`config.mk`:
```
export PLATFORM = sky130hd
export DESIGN_NAME = resp_switch_1_to_m
export DESIGN_NICKNAME = d
export VERILOG_FILES = /design/src/rtl/resp_switch_pkg.sv /design/src/rtl/resp_switch_1_to_m.sv /design/src/rtl/resp_demux.sv /design/src/rtl/resp_route_lock.sv /design/src/rtl/resp_fifo.sv
export SDC_FILE = /design/constraint.sdc
export NUM_CORES = 1
export LEC_CHECK = 0
export BUFFER_PORTS_ARGS = -buffer_cell sky130_fd_sc_hd__buf_2
export CORE_ASPECT_RATIO = 1.25
export CORE_MARGIN = 1
export CORE_UTILIZATION = 45
export DETAILED_ROUTE_END_ITERATION = 16
export GPL_ROUTABILITY_DRIVEN = 0
export PLACE_DENSITY_LB_ADDON = 0.3
export SLEW_MARGIN = 20
export SYNTH_ARGS = -nofsm -noshare
export SYNTH_HDL_FRONTEND = slang
export SYNTH_SLANG_ARGS = --single-unit
export TNS_END_PERCENT = 50
```
`constraint.sdc`:
```
create_clock -name i_clk -period 5.7 [get_ports i_clk]
set_input_delay 0.855 -clock i_clk [delete_from_list [all_inputs] [get_ports i_clk]]
set_output_delay 0.855 -clock i_clk [all_outputs]
set_load 0.01 [all_outputs]
```
`src/rtl/resp_switch_pkg.sv`:
```
// response switch package: bus widths, master count, FIFO depths and vector typedefs
package resp_switch_pkg;

  // number of master ports behind the switch
  localparam int MASTERS      = 4;

  // width of the destination index carried in the top bits of the id
  localparam int MASTER_IDX_W = 2;

  // response id width, the upper MASTER_IDX_W bits select the master and
  // the remaining bits are a tag that the switch never looks at
  localparam int ID_W         = 6;

  localparam int DATA_W       = 32; // response data width

  // entries in the input FIFO, two are enough to keep one beat per cycle
  localparam int SLAVE_DEPTH  = 2;

  // entries in each output FIFO
  localparam int MASTER_DEPTH = 4;

  // response id, destination field on top and tag below
  typedef logic [ID_W-1:0]         resp_id_t;

  // response payload
  typedef logic [DATA_W-1:0]       resp_data_t;

  // one bit per master port, used one-hot for requests and grants
  typedef logic [MASTERS-1:0]      master_sel_t;

  // binary master index as it appears in the id
  typedef logic [MASTER_IDX_W-1:0] master_idx_t;

endpackage
```
`src/rtl/resp_switch_1_to_m.sv`:
```
// resp_switch_1_to_m: 1-to-MASTERS response switch with input FIFO, route lock and output FIFOs
`timescale 1ns/1ps

module resp_switch_1_to_m
  import resp_switch_pkg::*;
(
  input  var logic                     i_clk,
  input  var logic                     i_rst,
  input  var logic                     i_sresp_valid,
  output var logic                     o_sresp_accept,
  input  var resp_id_t                 i_sresp_id,
  input  var resp_data_t               i_sresp_data,
  input  var logic                     i_sresp_last,
  output var master_sel_t              o_mresp_valid,
  input  var master_sel_t              i_mresp_accept,
  output var resp_id_t   [MASTERS-1:0] o_mresp_id,
  output var resp_data_t [MASTERS-1:0] o_mresp_data,
  output var logic       [MASTERS-1:0] o_mresp_last
);
  logic        head_valid;
  logic        head_accept;
  resp_id_t    head_id;
  resp_data_t  head_data;
  logic        head_last;
  logic        head_transfer;

  master_sel_t route_request;
  master_sel_t route_grant;
  master_sel_t sw_valid;
  master_sel_t sw_accept;

  resp_fifo #(
    .DEPTH  (SLAVE_DEPTH)
  ) u_slave_fifo (
    .i_clk    (i_clk          ),
    .i_rst    (i_rst          ),
    .i_valid  (i_sresp_valid  ),
    .o_accept (o_sresp_accept ),
    .i_id     (i_sresp_id     ),
    .i_data   (i_sresp_data   ),
    .i_last   (i_sresp_last   ),
    .o_valid  (head_valid     ),
    .i_accept (head_accept    ),
    .o_id     (head_id        ),
    .o_data   (head_data      ),
    .o_last   (head_last      )
  );

  resp_demux u_demux (
    .i_head_valid   (head_valid     ),
    .o_head_accept  (head_accept    ),
    .i_head_id      (head_id        ),
    .o_request      (route_request  ),
    .i_grant        (route_grant    ),
    .o_sw_valid     (sw_valid       ),
    .i_sw_accept    (sw_accept      )
  );

  // the lock releases itself when a last beat leaves the head
  always_comb begin
    head_transfer = head_valid && head_accept;
  end

  resp_route_lock u_route_lock (
    .i_clk      (i_clk          ),
    .i_rst      (i_rst          ),
    .i_request  (route_request  ),
    .i_transfer (head_transfer  ),
    .i_last     (head_last      ),
    .o_grant    (route_grant    )
  );

  // every output FIFO sees the head payload, only the granted one sees valid
  for (genvar i = 0; i < MASTERS; i++) begin : g_master_fifo
    resp_fifo #(
      .DEPTH  (MASTER_DEPTH)
    ) u_master_fifo (
      .i_clk    (i_clk              ),
      .i_rst    (i_rst              ),
      .i_valid  (sw_valid[i]        ),
      .o_accept (sw_accept[i]       ),
      .i_id     (head_id            ),
      .i_data   (head_data          ),
      .i_last   (head_last          ),
      .o_valid  (o_mresp_valid[i]   ),
      .i_accept (i_mresp_accept[i]  ),
      .o_id     (o_mresp_id[i]      ),
      .o_data   (o_mresp_data[i]    ),
      .o_last   (o_mresp_last[i]    )
    );
  end
endmodule

```
`src/rtl/resp_demux.sv`:
```
// resp_demux: destination decoder and valid/accept demultiplexer for the response head
`timescale 1ns/1ps

module resp_demux
  import resp_switch_pkg::*;
(
  input  var logic        i_head_valid,
  output var logic        o_head_accept,
  input  var resp_id_t    i_head_id,
  output var master_sel_t o_request,
  input  var master_sel_t i_grant,
  output var master_sel_t o_sw_valid,
  input  var master_sel_t i_sw_accept
);
  master_idx_t dest_idx;

  // the destination sits in the top bits of the id
  always_comb begin
    dest_idx = i_head_id[ID_W-1-:MASTER_IDX_W];
  end

  // one-hot request, nothing is requested while the head is empty
  always_comb begin
    o_request = '0;
    if (i_head_valid) begin
      o_request[dest_idx] = 1'b1;
    end
  end

  // the grant is one-hot, so only one master sees the head valid
  always_comb begin
    o_sw_valid = {MASTERS{i_head_valid}} & i_grant;
  end

  // accept comes back from the granted master only
  always_comb begin
    o_head_accept = |(i_grant & i_sw_accept);
  end
endmodule

```
`src/rtl/resp_route_lock.sv`:
```
// route lock that holds a burst's one-hot destination until its last beat
`timescale 1ns/1ps

module resp_route_lock
  import resp_switch_pkg::*;
(
  input  var logic        i_clk,
  input  var logic        i_rst,
  input  var master_sel_t i_request,
  input  var logic        i_transfer,
  input  var logic        i_last,
  output var master_sel_t o_grant
);
  typedef enum logic {
    IDLE,
    LOCKED
  } route_state_t;

  route_state_t state;
  route_state_t state_next;
  master_sel_t  locked_grant;   // destination of the burst in flight

  // a new burst is routed by its own id, later beats by the saved route
  always_comb begin
    if (state == LOCKED) begin
      o_grant = locked_grant;
    end else begin
      o_grant = i_request;
    end
  end

  always_comb begin
    state_next = state;
    case (state)
      IDLE: begin
        // a single-beat burst leaves in one cycle and never locks
        if (i_transfer && !i_last) begin
          state_next = LOCKED;
        end
      end
      LOCKED: begin
        if (i_transfer && i_last) begin
          state_next = IDLE;  // the last beat is accepted and the route is free again
        end
      end
      default: state_next = IDLE;
    endcase
  end

  always_ff @(posedge i_clk) begin
    if (i_rst) begin
      state <= IDLE;
    end else begin
      state <= state_next;
    end
  end

  // the first beat of a multi-beat burst fixes the route for the rest of it
  always_ff @(posedge i_clk) begin
    if ((state == IDLE) && i_transfer && !i_last) begin
      locked_grant <= i_request;
    end
  end
endmodule

```
`src/rtl/resp_fifo.sv`:
```
// resp_fifo: response FIFO with registered outputs and valid/accept handshake on both sides
`timescale 1ns/1ps

module resp_fifo
  import resp_switch_pkg::*;
#(
  parameter int DEPTH = 2
)(
  input  var logic       i_clk,
  input  var logic       i_rst,
  input  var logic       i_valid,
  output var logic       o_accept,
  input  var resp_id_t   i_id,
  input  var resp_data_t i_data,
  input  var logic       i_last,
  output var logic       o_valid,
  input  var logic       i_accept,
  output var resp_id_t   o_id,
  output var resp_data_t o_data,
  output var logic       o_last
);
  localparam int PTR_W = (DEPTH > 1) ? $clog2(DEPTH) : 1;
  localparam int CNT_W = $clog2(DEPTH + 1);

  resp_id_t   mem_id   [DEPTH];
  resp_data_t mem_data [DEPTH];
  logic       mem_last [DEPTH];

  logic [PTR_W-1:0] wr_ptr;
  logic [PTR_W-1:0] rd_ptr;
  logic [CNT_W-1:0] count;    // beats held in storage, the output stage not included

  logic push;
  logic pop;
  logic out_free;     // output stage is empty or is being drained this cycle
  logic load_in;      // incoming beat goes straight to the output stage
  logic load_mem;     // output stage is refilled from storage
  logic wr_mem;

  always_comb begin
    o_accept = (count != CNT_W'(DEPTH));
    push     = i_valid && o_accept;
    pop      = o_valid && i_accept;
    out_free = !o_valid || pop;
    load_mem = out_free && (count != '0);
    load_in  = push && out_free && (count == '0);  // storage empty, so order is kept
    wr_mem   = push && !load_in;
  end

  always_ff @(posedge i_clk) begin
    if (i_rst) begin
      wr_ptr  <= '0;
      rd_ptr  <= '0;
      count   <= '0;
      o_valid <= 1'b0;
    end else begin
      if (wr_mem) begin
        wr_ptr <= (wr_ptr == PTR_W'(DEPTH - 1)) ? '0 : wr_ptr + 1'b1;
      end
      if (load_mem) begin
        rd_ptr <= (rd_ptr == PTR_W'(DEPTH - 1)) ? '0 : rd_ptr + 1'b1;
      end
      case ({wr_mem, load_mem})
        2'b10:   count <= count + 1'b1;
        2'b01:   count <= count - 1'b1;
        default: count <= count;  // no change, or one in and one out
      endcase
      if (load_in || load_mem) begin
        o_valid <= 1'b1;
      end else if (pop) begin
        o_valid <= 1'b0;
      end
    end
  end

  // storage and the output stage hold payload only
  always_ff @(posedge i_clk) begin
    if (wr_mem) begin
      mem_id[wr_ptr]   <= i_id;
      mem_data[wr_ptr] <= i_data;
      mem_last[wr_ptr] <= i_last;
    end
    if (load_mem) begin
      o_id   <= mem_id[rd_ptr];
      o_data <= mem_data[rd_ptr];
      o_last <= mem_last[rd_ptr];
    end else if (load_in) begin
      o_id   <= i_id;
      o_data <= i_data;
      o_last <= i_last;
    end
  end
endmodule

```
==> results of run 1 <==
worst min path at each step:
stage	end	slack, ns	depth (start not counted)
floorplan	g_master_fifo[2].u_master_fifo.count[2]	0.47	2
global placement	g_master_fifo[1].u_master_fifo.count[2]	0.48	2
detailed placement	g_master_fifo[2].u_master_fifo.count[2]	0.51	2
CTS	u_slave_fifo.mem_data[1][19]	0.37	1
global route	u_slave_fifo.mem_data[0][29]	0.39	1
finish	u_slave_fifo.mem_id[0][3]	0.41	1
layer usage:
layer  part of all wire  track usage  wire [um]  up-vias
li1                   -            -          -     7281
met1               0.40        0.248      32000     8797
met2               0.51        0.336      41000      515
met3              0.052       0.0320       4180      137
met4              0.031       0.0766       2470        8
met5            0.00058            0         46        -
power by group through the flow:
stage / Combinational [mW] / Clock (mW) / Sequential [mW]
global placement: 6.05 / 0 / 12.0
detailed placement: 6.16 / 0 / 12.1
floorplan: 3.98 / 0 / 11.4
global route: 6.47 / 5.97 / 12.1
CTS: 6.20 / 5.72 / 12.0
finish: 6.07 / 5.60 / 11.9
per-stage QoR:
| step | hold WS, ns | power [mW] |
|---|---|---|
| finish | 0.412 | 23.6 |
| global route | 0.395 | 24.6 |
| CTS | 0.368 | 23.9 |
| detailed placement | 0.505 | 18.3 |
| global placement | 0.478 | 18.0 |
| floorplan | 0.466 | 15.4 |
cell usage in the layout (no fill, tap or decap), drive strengths merged, types with 2 or more instances in the layout:
cell and n:
edfxtp 901, mux2 234, buf 233, mux4 156
clkbuf 124, nor2 49, dfxtp 47, inv 31
clkinv 30, ha 25, a21oi 25, and2 19
mux2i 12, o21ai 10, xor2 9, nor3 8
nor2b 7, or3 7, diode 6, nand2 6
fa 4, nand2b 4, and2b 3, nand4 3
a31oi 3, bufinv 3, and3 3, nor3b 2
a2111o 2, a22oi 2, nor4 2, o211ai 2
nand3 2, a22o 2
registers in the layout, summed over array words and instances, names as in the netlist, 12 cells and up, named ones only:
signal,count
g_master_fifo.u_master_fifo.o_id,24
g_master_fifo.u_master_fifo.o_data,128
g_master_fifo.u_master_fifo.mem_data,512
g_master_fifo.u_master_fifo.count,12
g_master_fifo.u_master_fifo.mem_last,16
g_master_fifo.u_master_fifo.mem_id,96
u_slave_fifo.mem_data,64
u_slave_fifo.mem_id,12
u_slave_fifo.o_data,32
logic make-up (layout without fill, tap and decap cells):
group | after synthesis | after routing | share of synthesized area
fa+ha+maj | 29 | 29 | 0.0108
flops | 948 | 948 | 0.770
buf+inv | 100 | 422 | 0.0130
other cells | 0 | 6 | 0
xor+xnor | 10 | 10 | 0.00241
simple gates | 116 | 116 | 0.0165
mux | 402 | 402 | 0.176
compound gates | 57 | 57 | 0.0111
Yosys cell counts, drive strengths merged (2+ instances only):
library cell	n	area (sq um)
a22oi	2	15.0
edfxtp	901	27100
and2	19	121
nor3b	2	15.0
mux2i	12	120
ha	25	313
nor2b	7	43.8
a22o	2	18.8
o21ai	10	50.1
mux4	156	3510
dfxtp	47	941
nand4	3	18.8
inv	27	101
nor3	8	40.0
nor4	2	12.5
nand2b	4	32.5
nand3	2	10.0
xor2	9	78.8
and3	3	20.0
a21oi	25	125
nor2	49	184
nand2	6	22.5
buf	30	194
or3	7	43.8
clkbuf	42	168
a2111o	2	22.5
mux2	234	2780
fa	4	80.1
a31oi	3	18.8
o211ai	2	15.0
and2b	3	26.3
layout make-up:
class	instances	share of cell area
antenna	6	0.000362
sequential	948	0.676
clock inverter	38	0.00742
tap	1062	0.0320
inverter	27	0.00244
clock buffer	124	0.0581
multi-input combinational	614	0.194
timing repair buffer	233	0.0302
==> results.json, run 1 <==
{
  "outcome": "complete, no violations",
  "rrSetupSlack_ns": 2.06,
  "synth_edf_count": 901,
  "wl_um": 79700,
  "rr_worst_depth": 6,
  "htreeDepth": 3,
  "r2r-end": "u_slave_fifo.o_data[5]",
  "post_cts_resized": 0,
  "cpPeakStageDelay_ns": 0.94,
  "yosysWarnings": 0,
  "drt_iter0_markers": 1444,
  "antenna_found_initial": 22,
  "cp.required_ns": 6.10,
  "vias": 16738,
  "switching_share": 0.315,
  "cts_setup_buffers": 0,
  "core_area_sq_um": 80000,
  "critPathTopFamily": "flip-flops",
  "cts.sinks": 948,
  "worst_pin_slew_ns": 0.941,
  "grt_pass1_wl_um": 117000,
  "die_h_um": 320,
  "dp_cells": 2884,
  "clockPowerShare": 0.238,
  "setup_viol": 0,
  "start_util": 0.455,
  "drc": 0,
  "rr_startpoint": "u_slave_fifo.o_id[5]",
  "start_kind": "flop",
  "cp_data_arrival_time_ns": 4.03,
  "dp_hpwl_um": 47500,
  "cts_buffers": 89,
  "fin_ws_ns": 2.06,
  "relSlewSlack": 0.373,
  "cts_root_buffer": "clkbuf_16",
  "worstPathMaxFanout": 28,
  "port-buffer-count": 206,
  "hold_start": "i_sresp_id[3]",
  "grt_max_degree": 42,
  "fillerInstances": 6227,
  "instances_no_fill": 3052,
  "p_switching_mw": 7.42,
  "end_kind": "flop",
  "hold_buffers": 0,
  "timing.setup.tns_ns": 0,
  "grt_pass1_vias": 17703,
  "rsz0062_at_grt": "false",
  "dpl-instance-area_sq_um": 38700,
  "slew_viol_final": 0,
  "grt_usage": 0.195,
  "min_period_ns": 3.64,
  "synth_fp_nets": 1737,
  "pwr-share-seq": 0.505,
  "hold_viol": 0,
  "fin_area_sq_um": 41500,
  "power.density_nw_per_um2": 568,
  "wire_per_inst_um": 26.1,
  "rows": 116,
  "cpMaxStageDelayCell": "edfxtp_1",
  "finClkSkew_ns": 0.0318,
  "area_growth_pct": 14.0,
  "regArea_sq_um": 28000,
  "syn_area_sq_um": 36400,
  "syn_inst": 1662,
  "fmax_ghz": 0.275,
  "dp_slack_ns": 2.11,
  "multi_input_area_sq_um": 8030,
  "vdd.ir_drop.worst_v": 0.000427,
  "fin_util": 0.519,
  "internal-power_mw": 16.1,
  "p_leak_nw": 13.4,
  "clk_pin_slew_ns": 0.06,
  "path_class": "flop to flop",
  "cts.path.max_buffers": 3,
  "hold_class": "input pin to flop",
  "ant_nets": 0,
  "path_cells": "nor3b_1, a22oi_1, a41oi_4, buf_16, buf_4, mux2_4",
  "grt-ovfl-total": 0,
  "worstSetupEndpoint": "u_slave_fifo.o_data[5]",
  "num_io_pins": 207,
  "async_flop_share": 0,
  "cts_tree": "yes",
  "crit_cells": 6,
  "maxCapViolations": 0,
  "cp_num_buf_inv": 2,
  "synthDistinctLibCells": 54,
  "timing.final.crit_share": 0.638,
  "ys_seq_elements": 948,
  "yosysSeqAreaShare": 0.770,
  "syn-mean-instance-area_sq_um": 21.9,
  "layout-drive-gt1-share": 0.397,
  "die_w_um": 256,
  "synth_flop_cell": "edfxtp_1",
  "clock_latency_ns": 0.65,
  "nets": 1988,
  "firstDrtPassIters": 5,
  "fp.dieArea_sq_um": 82000,
  "power_frac_comb": 0.258,
  "viasPerCell": 5.48,
  "critPathLaunch": "u_slave_fifo.o_id[5]"
}
No activity file was read; power rests on OpenSTA's default activity.
==> run 2: changes to the inputs <==
==> constraint.sdc (replaced) <==
create_clock -name i_clk -period 3.3 [get_ports i_clk]
set_input_delay 0.495 -clock i_clk [delete_from_list [all_inputs] [get_ports i_clk]]
set_output_delay 0.495 -clock i_clk [all_outputs]
set_load 0.01 [all_outputs]
==> results.json, run 2 (synthesis results as in run 1) <==
{
  "outcome": "complete, no violations",
  "rows": 116,
  "cp_data_arrival_time_ns": 3.32,
  "worstPathMaxFanout": 20,
  "grtUsageMet2": 0.347,
  "fmax_ghz": 0.342,
  "cts_tree": "yes",
  "htreeDepth": 3,
  "end_kind": "flop",
  "slew_viol_final": 0,
  "hold_buffers": 0,
  "ant_nets": 0,
  "path_cells": "inv_1, nor3b_1, a22oi_1, a41oi_4, buf_4, mux2_4",
  "nets": 2017,
  "viasPerCell": 5.55,
  "vias": 17097,
  "die_h_um": 320,
  "cts_setup_buffers": 0,
  "grtUsageMet1": 0.262,
  "p_leak_nw": 13.7,
  "internal-power_mw": 28.7,
  "port-buffer-count": 206,
  "drt_iter0_markers": 1364,
  "power.density_nw_per_um2": 990,
  "antenna_found_initial": 22,
  "fillerInstances": 6091,
  "critPathLaunch": "u_slave_fifo.o_valid",
  "relSlewSlack": 0.366,
  "firstDrtPassIters": 5,
  "min_period_ns": 2.93,
  "die_w_um": 256,
  "power_frac_comb": 0.260,
  "layout-drive-gt1-share": 0.417,
  "post_cts_resized": 0,
  "p_switching_mw": 13.0,
  "start_util": 0.455,
  "pwr-share-seq": 0.490,
  "grt_usage": 0.203,
  "rr_startpoint": "u_slave_fifo.o_valid",
  "grtUsageMet3": 0.0340,
  "start_kind": "flop",
  "fin_util": 0.527,
  "wire_per_inst_um": 26.5,
  "cts_buffers": 88,
  "top_usage_layer": "met2",
  "dp_hpwl_um": 49200,
  "reg_top3": "g_master_fifo.u_master_fifo.mem_data x512, g_master_fifo.u_master_fifo.o_data x128, g_master_fifo.u_master_fifo.mem_id x96",
  "clk_pin_slew_ns": 0.07,
  "cpPeakStageDelay_ns": 0.58,
  "timing.final.crit_share": 0.887,
  "cts.path.max_buffers": 3,
  "grt_pass1_wl_um": 121000,
  "cpMaxStageDelayCell": "dfxtp_1",
  "grt_max_degree": 42,
  "rsz0062_at_grt": "false",
  "clock_latency_ns": 0.66,
  "mostFrequentLayoutCell": "edfxtp_1",
  "largest_reg_flops": 512,
  "area_growth_pct": 15.8,
  "core_area_sq_um": 80000,
  "maxCapViolations": 0,
  "vdd.ir_drop.worst_v": 0.000555,
  "drc": 0,
  "cts_root_buffer": "clkbuf_16",
  "num_io_pins": 207,
  "cts.sinks": 948,
  "regMostFlops": "g_master_fifo.u_master_fifo.mem_data",
  "grt-ovfl-total": 0,
  "hold_viol": 0,
  "whs_ns": 0.0415,
  "wl_um": 81700,
  "grt_pass1_vias": 17914,
  "finClkSkew_ns": 0.0377,
  "setup_viol": 0,
  "cp.required_ns": 3.70,
  "hold_start": "i_sresp_data[5]",
  "clockPowerShare": 0.250,
  "path_class": "flop to flop",
  "worst_pin_slew_ns": 0.951,
  "fp.dieArea_sq_um": 82000,
  "switching_share": 0.311,
  "hold_class": "input pin to flop",
  "most-common-layout-cells": "edfxtp_1, buf_2, mux2_2"
}
run 2: cell count changes in the layout (fill, tap and decap cells not counted), sizes merged:
cell      before  now
bufinv         3   11
clkinv        30   29
clkinvlp       1    5
buf          233  263
inv           31   32
clkbuf       124  109
run 2: layer usage:
metal	vias to the layer above	wire, um
met4	10	2190
met5	-	57
met3	136	4460
met2	501	42400
li1	7337	-
met1	9113	32700
run 2: power groups by stage:
stage	sequential (mW)	combinational (mW)	clock, mW
2_1_floorplan	19.6	6.89	0
3_3_place_gp	20.6	10.8	0
3_5_place_dp	20.8	11.0	0
4_1_cts	20.6	11.0	10.6
5_1_grt	20.9	11.6	11.1
6_report	20.4	10.8	10.4
run 2: stage by stage:
stage	cell area, sq um	TNS, ns	std cells	power (mW)	setup slack [ns]
2_1_floorplan	36400	-35.43	1662	26.5	-0.386
3_3_place_gp	39100	0	2914	31.4	0.563
3_5_place_dp	39100	0	2914	31.8	0.439
4_1_cts	42100	0	3073	42.3	0.415
5_1_grt	42100	0	3076	43.5	0.190
6_report	42100	0	3079	41.7	0.373
run 2: critical path, delay by kind of cell (launching register included):
kind            cells  cell delay, ns
buf+inv             2            0.67
compound gates      2            0.64
flops               1            0.58
simple gates        1            0.40
mux                 1            0.34
run 2: path summary, 6_finish.rpt:
path                                                  end  slack (ns)  depth (start not counted)
setup / recovery                  u_slave_fifo.o_data[14]        0.37                          6
hold reg to reg   g_master_fifo[2].u_master_fifo.count[2]        0.49                          2
hold / removal                u_slave_fifo.mem_data[1][5]        0.04                          1
setup reg to reg                  u_slave_fifo.o_data[14]        0.37                          6
run 2: final cells by class:
type	count	area, sq um	area share
antenna	6	15.0	0.000357
clock buffer	109	2380	0.0566
clock inverter	50	583	0.0138
inverter	27	101	0.00241
multi-input combinational	614	8020	0.190
sequential	948	28000	0.665
tap	1062	1330	0.0316
timing repair buffer	263	1660	0.0394
